### src/include/biquad_regs.svh
`ifndef BIQUAD_REGS_SVH
`define BIQUAD_REGS_SVH

// control register, bit 0 copies all shadows into the active set
`define REG_CTRL 5'h00
`define CTRL_UPDATE_BIT 0

// shadow coefficient registers, Q3.14 in bits 17:0
`define REG_B0 5'h04
`define REG_B1 5'h08
`define REG_B2 5'h0C
`define REG_A1 5'h10
`define REG_A2 5'h14

`endif
### src/design/biquad_pkg.sv
`default_nettype none

package biquad_pkg;

   localparam int SAMPLE_W = 16;
   localparam int COEF_W   = 18;
   localparam int ACC_W    = 40;
   localparam int ADR_W    = 5;
   localparam int DAT_W    = 32;

   typedef logic signed [SAMPLE_W-1:0] sample_t;
   // Q3.14
   typedef logic signed [COEF_W-1:0]   coef_t;
   typedef logic signed [ACC_W-1:0]    acc_t;

   // products are shifted right by this amount
   localparam int    COEF_FRAC = 14;
   localparam coef_t COEF_ONE  = coef_t'(16384);

   typedef enum logic [2:0] {
      COEF_B0,
      COEF_B1,
      COEF_B2,
      COEF_A1,
      COEF_A2,
      COEF_NONE
   } coeff_sel_t;

   typedef struct packed {
      coef_t b0;
      coef_t b1;
      coef_t b2;
      coef_t a1;
      coef_t a2;
   } coeff_set_t;

   typedef struct packed {
      logic             cyc;
      logic             stb;
      logic             we;
      // byte address of a 32-bit register
      logic [ADR_W-1:0] adr;
      logic [DAT_W-1:0] dat;
   } bus_req_t;

   typedef enum logic {
      BUS_IDLE,
      BUS_WAIT_ACK
   } bus_ctrl_state_t;

endpackage

`default_nettype wire

### src/design/coeff_bank.sv
`timescale 1ns/1ps
`default_nettype none

module coeff_bank (
   input  logic                   clk_i,
   input  logic                   rst_n_i,
   input  logic                   coef_wr_i,
   input  biquad_pkg::coeff_sel_t coef_sel_i,
   input  biquad_pkg::coef_t      coef_dat_i,
   input  logic                   commit_i,
   input  logic                   global_update_i,
   output biquad_pkg::coeff_set_t active_o
);

   import biquad_pkg::*;

   // unity gain pass-through
   localparam coeff_set_t RESET_SET = '{
      b0: COEF_ONE,
      b1: '0,
      b2: '0,
      a1: '0,
      a2: '0
   };

   coeff_set_t shadow_q;
   logic       update_q;

   always_ff @(posedge clk_i or negedge rst_n_i) begin
      if (!rst_n_i) begin
         shadow_q <= RESET_SET;
         active_o <= RESET_SET;
         update_q <= 1'b0;
      end else begin
         update_q <= global_update_i;
         if (coef_wr_i) begin
            case (coef_sel_i)
               COEF_B0: shadow_q.b0 <= coef_dat_i;
               COEF_B1: shadow_q.b1 <= coef_dat_i;
               COEF_B2: shadow_q.b2 <= coef_dat_i;
               COEF_A1: shadow_q.a1 <= coef_dat_i;
               COEF_A2: shadow_q.a2 <= coef_dat_i;
               default: ;
            endcase
         end
         // all five change on the same edge
         if (commit_i || update_q) begin
            active_o <= shadow_q;
         end
      end
   end

endmodule

`default_nettype wire

### config.mk
export PLATFORM = sky130hd
export DESIGN_NAME = coeff_bank
export DESIGN_NICKNAME = d
export VERILOG_FILES = /design/src/include/biquad_regs.svh /design/src/design/biquad_pkg.sv /design/src/design/coeff_bank.sv
export SDC_FILE = /design/constraint.sdc
export NUM_CORES = 1
export LEC_CHECK = 0
export BUFFER_PORTS_ARGS = -buffer_cell sky130_fd_sc_hd__buf_2
export CORE_AREA = 3 3 127 129
export CTS_BUF_LIST = sky130_fd_sc_hd__clkbuf_4 sky130_fd_sc_hd__clkbuf_8
export CTS_CLUSTER_SIZE = 12
export DETAILED_ROUTE_END_ITERATION = 6
export DIE_AREA = 0 0 130 132
export GPL_ROUTABILITY_DRIVEN = 0
export PLACE_DENSITY = 0.76
export SYNTH_ARGS = -nofsm -noshare
export SYNTH_HDL_FRONTEND = slang
export SYNTH_SLANG_ARGS = --single-unit
### constraint.sdc
create_clock -name clk_i -period 1.5 [get_ports clk_i]
set_input_delay 0.3 -clock clk_i [delete_from_list [all_inputs] [get_ports clk_i]]
set_output_delay 0.3 -clock clk_i [all_outputs]
set_load 0.03 [all_outputs]
==> out/results.ini, run 1 <==
[finish]
mostFrequentLayoutCell = mux2_2
drive_gt1_frac = 0.6604
final_nets = 546
final_cell_mix = mux2_2, dfrtp_1, buf_2
finish.utilization = 0.5377
instances_no_fill = 721
antenna_cells = 0
area_growth_pct = 20.34

[floorplan]
die-area_mm2 = 0.01716
core_mm2 = 0.01515
die_x_um = 130
io_pins = 116
rows = 45
die_y_um = 132
start_util = 0.4468

[synthesis]
ys_types = 9
synth_area_mm2 = 0.006768
synth_nets = 410
synthAdderAreaFrac = 0
synth_compound_area_frac = 0
synthXorXnorAreaFrac = 0
syn_area_per_cell_um2 = 17.62
ys_ff_latch = 181
ys_seq_area_frac = 0.6696
yosysWarnings = 0
yosys.area_share.simple = 0.01183
syn_inst = 384
synth_mux_area_frac = 0.2995
synth_top_family_by_area = multiplexers

[placement]
dp_cells = 687
io_buffers = 115
dpl.hpwl_um = 8776

[job]
cap_violations = 0

[critical_path]
worst-path-buf-inv = 1
path_max_fanout = 2
worst-path-stages = 1
crit_path_max_incr_delay_ps = 560
crit_required_ps = 1200
arrival_ps = 1140
rr_worst_depth = 3
cp_top_family = flip-flops
critPathCaptureType = primary output
cp-start-kind = flop
path_class = reg -> out
cp_slowest_cell = dfstp_2
crit_path_cell_trace = buf_6

[timing]
hold_violations = 0
relSlewSlack = 0.6856
max_clock_freq_mhz = 693.6
clock_skew_ps = 8.562
post-route-period-util = 0.9612
finalMaxSlewViolations = 0
finalSetupViolations = 0
rsz0062_at_grt = yes
tightest_slew_ps = 471.7
fin_crit_ps = 1442

[grt]
grt_pass1_vias = 3899
grt_max_degree = 48
grt_usage = 0.1576
overflow = 0
grt_pass1_wl_um = 20840
antenna_found_initial = 0

[clocking]
ctsLongestPathBuffers = 2
clk_latency_ps = 450
htree_levels = 4
cts_tree = built
clk_pin_slew_ps = 90
cts_num_sinks = 181
cts_buffers = 17
root_buffer = clkbuf_8

[detailed_routing]
vias_per_cell = 5.010
route.vias.total = 3612
dr.pass1.iters = 4
ant_nets = 0
wl_um = 12770
drc_errors = 0
post_drt_wl_per_cell_um = 17.70
drt-initial-drc-count = 123

[power_and_ir_drop]
ir_drop_mv = 0.8570
p_leak_uw = 0.003725
p_per_area_mw_per_mm2 = 1644

[hold_path]
min_path_type = in -> reg
whs_path_depth = 2

[run_status]
outcome = finished, final reports clean

-- power breakdown --
group	total [µW]	internal, µW	switching, µW
combinational	3410	1380	2020
sequential	6620	6030	593
clock	3350	1620	1730
-- state kept, by name, indices dropped and copies added, names as in the netlist --
name / cells
active_o: 90
shadow_q: 90
update_q: 1
-- final timing paths --
kind                                           from                  endpoint  slack (ps)
hold / removal                        coef_dat_i[5]   shadow_q[5]$_DFFE_PN0P_         140
setup reg to reg                 update_q$_DFF_PN0_  active_o[26]$_DFFE_PN0P_         110
hold reg to reg            active_o[58]$_DFFE_PN0P_  active_o[58]$_DFFE_PN0P_         510
max in group asynchronous                   rst_n_i  active_o[86]$_DFFE_PN1P_         560
setup / recovery           active_o[86]$_DFFE_PN1P_              active_o[86]          60
min in group asynchronous                   rst_n_i  active_o[31]$_DFFE_PN0P_         350
-- final cells by class --
cell class | count | area, µm²
clock inverters | 12 | 145.1
clock buffers | 20 | 269.0
fillers | 1211 | 7002
multi-input cells | 186 | 2115
flip-flops and latches | 181 | 4532
repair buffers | 134 | 848.3
well taps | 188 | 235.2
-- logic make-up after synthesis --
kind of cell	Yosys count
AND/OR/NAND/NOR	6
flip-flops	181
buffers and inverters	17
multiplexers	180
-- synth_stat cells --
| master | instances | area (µm²) |
|---|---|---|
| mux2_2 | 180 | 2027 |
| dfrtp_1 | 179 | 4479 |
| buf_2 | 10 | 50.05 |
| buf_6 | 7 | 78.83 |
| and4bb_2 | 3 | 37.54 |
| dfstp_2 | 2 | 52.55 |
| nand4b_2 | 1 | 15.01 |
| nor2_1 | 1 | 3.750 |
| nor4b_4 | 1 | 23.77 |
-- layer usage --
layer	up-vias	routed length (µm)	global-route usage
met2	94	6028	0.2413
met3	15	792	0.05713
met4	0	165	0.05023
met1	1869	5778	0.2104
li1	1634	-	-
met5	-	0	0
-- stage by stage --
stage                     cell area (µm²)  power (µW)  hold slack (ps)   TNS, ps  worst slack [ps]
final                                8144       13390            140.1         0             58.21
after global routing                 8144       14110            108.7  -0.08593          -0.08593
after CTS                            8140       13570            111.9         0             5.030
after detailed placement             7704       10180            270.9         0             33.37
after global placement               7704       10020            263.0         0             73.69
after floorplan                      6768        8947            4.409         0             48.10
-- repair_timing --
action,4_1_cts,5_1_grt
endpoints found under the setup margin,1,1
hold buffers,2,0
endpoints found under the hold margin,40,0
setup buffers,0,0
gates resized for setup,1,1
pin swaps,0,0
Note: power is estimated with default switching activity, not from simulation.
==> run 2: changes to the inputs <==
--- a/config.mk
+++ b/config.mk
@@ -6,13 +6,13 @@
 export NUM_CORES = 1
 export LEC_CHECK = 0
 export BUFFER_PORTS_ARGS = -buffer_cell sky130_fd_sc_hd__buf_2
-export CORE_AREA = 3 3 127 129
+export CORE_AREA = 3 3 116 118
 export CTS_BUF_LIST = sky130_fd_sc_hd__clkbuf_4 sky130_fd_sc_hd__clkbuf_8
 export CTS_CLUSTER_SIZE = 12
 export DETAILED_ROUTE_END_ITERATION = 6
-export DIE_AREA = 0 0 130 132
+export DIE_AREA = 0 0 119 121
 export GPL_ROUTABILITY_DRIVEN = 0
-export PLACE_DENSITY = 0.76
+export PLACE_DENSITY = 0.88
 export SYNTH_ARGS = -nofsm -noshare
 export SYNTH_HDL_FRONTEND = slang
 export SYNTH_SLANG_ARGS = --single-unit
==> run 2 against run 1 <==
  * Worst setup slack improved by 15 ps
  * Non-clock buffer count grew 7
  * Final cell count is 1.4% lower
  * Sequential cell count unchanged
  * Sequential share of layout area fell by 0.82 points
  * Global-route usage grew 3.5 points
  * Core utilization grew 12 points
  * Routed wire length grew 1.5%
  * Critical path depth is the same
  * Clock-buffer cell count up 2
==> out/results.ini, run 2 (synthesis results as in run 1) <==
[run_status]
outcome = finished, final reports clean

[finish]
register_area_mm2 = 0.004532
area_growth_pct = 22.13
mostFrequentLayoutCell = mux2_2
top_regs = active_o x90, shadow_q x90, update_q x1
final_cell_mix = mux2_2, dfrtp_1, buf_2
multi_input_area_mm2 = 0.002115
drive_gt1_frac = 0.6642
final_nets = 553
nFillCells = 846
instances_no_fill = 711
antenna_cells = 0

[critical_path]
crit_path_cell_trace = buf_6
cp_top_family = flip-flops
cp-start-kind = flop
worst-path-buf-inv = 1
crit_required_ps = 1200
reg2reg_setup_slack_ps = 120
cp_slowest_cell = dfstp_2
crit_path_max_incr_delay_ps = 560
arrival_ps = 1130
path_class = reg -> out
critPathCaptureType = primary output
path_max_fanout = 2

[timing]
finalSetupViolations = 0
post-route-period-util = 0.9509
setup_tns_ps = 0
finalMaxSlewViolations = 0
rsz0062_at_grt = no
max_clock_freq_mhz = 701.1
relSlewSlack = 0.7052
tightest_slew_ps = 442.2
fin_crit_ps = 1426
hold_violations = 0
clock_skew_ps = 9.512

[floorplan]
die_y_um = 121
core_mm2 = 0.01257
start_util = 0.5385
die-area_mm2 = 0.01440
die_x_um = 119
io_pins = 116
rows = 41

[clocking]
htree_levels = 4
root_buffer = clkbuf_8
cts_tree = built
clk_pin_slew_ps = 80
cts_setup_buffers = 0
cts_num_sinks = 181
ctsLongestPathBuffers = 2
clk_latency_ps = 440
cts_buffers = 17

[power_and_ir_drop]
swShare = 0.3100
p_int_uw = 9418
power_switching_uw = 4231
seq_power_share = 0.487
p_leak_uw = 0.003790
p_comb_frac = 0.254
ir_drop_mv = 1.219
pwr-share-clk = 0.258
p_per_area_mw_per_mm2 = 1651

[placement]
dp_cells = 678
io_buffers = 115
dpl.hpwl_um = 9232

[grt]
grt_usage = 0.1927
overflow = 0
grt_max_degree = 46
antenna_found_initial = 0
grt_pass1_vias = 4088
grt_pass1_wl_um = 21250

[detailed_routing]
ant_nets = 0
dr.pass1.iters = 4
route.vias.total = 3678
wl_um = 12960
post_drt_wl_per_cell_um = 18.22
drc_errors = 0
vias_per_cell = 5.173
drt-initial-drc-count = 162

[hold_path]
min_path_type = in -> reg

[job]
cap_violations = 0

## run 2: cell types whose count changed in the layout (fill, tap and decap cells not counted), sizes merged
cell	change
inv	-4
clkinv	-2
clkinvlp	+1
clkbuf	+2
buf	+7
bufinv	+2
## run 2: per-stage QoR
stage          hold slack (ps)  instance area, µm²  power (µW)  setup WS (ps)    util
2_1_floorplan            4.409                6768        8947          48.10       -
3_3_place_gp             252.4                7799       10040          83.00  0.6205
3_5_place_dp             261.1                7799       10250          41.77  0.6205
4_1_cts                  114.9                8262       13800          13.53  0.6573
5_1_grt                  100.0                8265       14350          5.116  0.6576
6_report                 154.2                8265       13650          73.64  0.6576
## run 2: final timing paths
path / from / endpoint / depth (start not counted)
setup / recovery: active_o[86]$_DFFE_PN1P_ / active_o[86] / 1
hold / removal: coef_dat_i[15] / shadow_q[69]$_DFFE_PN0P_ / 2
setup reg to reg: update_q$_DFF_PN0_ / active_o[13]$_DFFE_PN0P_ / 4
hold reg to reg: active_o[78]$_DFFE_PN0P_ / active_o[78]$_DFFE_PN0P_ / 1
max in group asynchronous: rst_n_i / active_o[73]$_DFFE_PN0P_ / 3
min in group asynchronous: rst_n_i / shadow_q[32]$_DFFE_PN0P_ / 2
## run 2: final cells by class
cell class,instances,share of cell area
clock inverters,9,0.01817
clock buffers,22,0.03512
multi-input cells,186,0.2558
repair buffers,141,0.1166
well taps,172,0.02604
flip-flops and latches,181,0.5483
## run 2: timing repair
item	CTS	global route
gates resized for setup	1	1
hold endpoints to repair	36	0
pin swaps	0	0
hold buffers	2	0
endpoints found under the setup margin	1	1
## run 2: routing by layer
layer	vias to the layer above	share of wire	global-route usage
li1	1654	-	-
met1	1911	0.42	0.2310
met2	99	0.51	0.3296
met3	14	0.062	0.07226
met4	0	0.011	0.05069
met5	-	0	0
## run 2: power by group through the flow
stage	clock, µW	sequential (µW)	combinational, µW
global placement	0	6650	3380
floorplan	0	7820	1120
finish	3520	6650	3470
detailed placement	0	6750	3500
CTS	3620	6660	3530
global route	3860	6790	3700
## run 2: worst reg2reg max path: cells and delay by family (launching register included)
kind / cells / cell delay (ps)
and+or+nand+nor: 1 / 180
buffers and inverters: 2 / 350
muxes: 1 / 340
DFF: 1 / 400
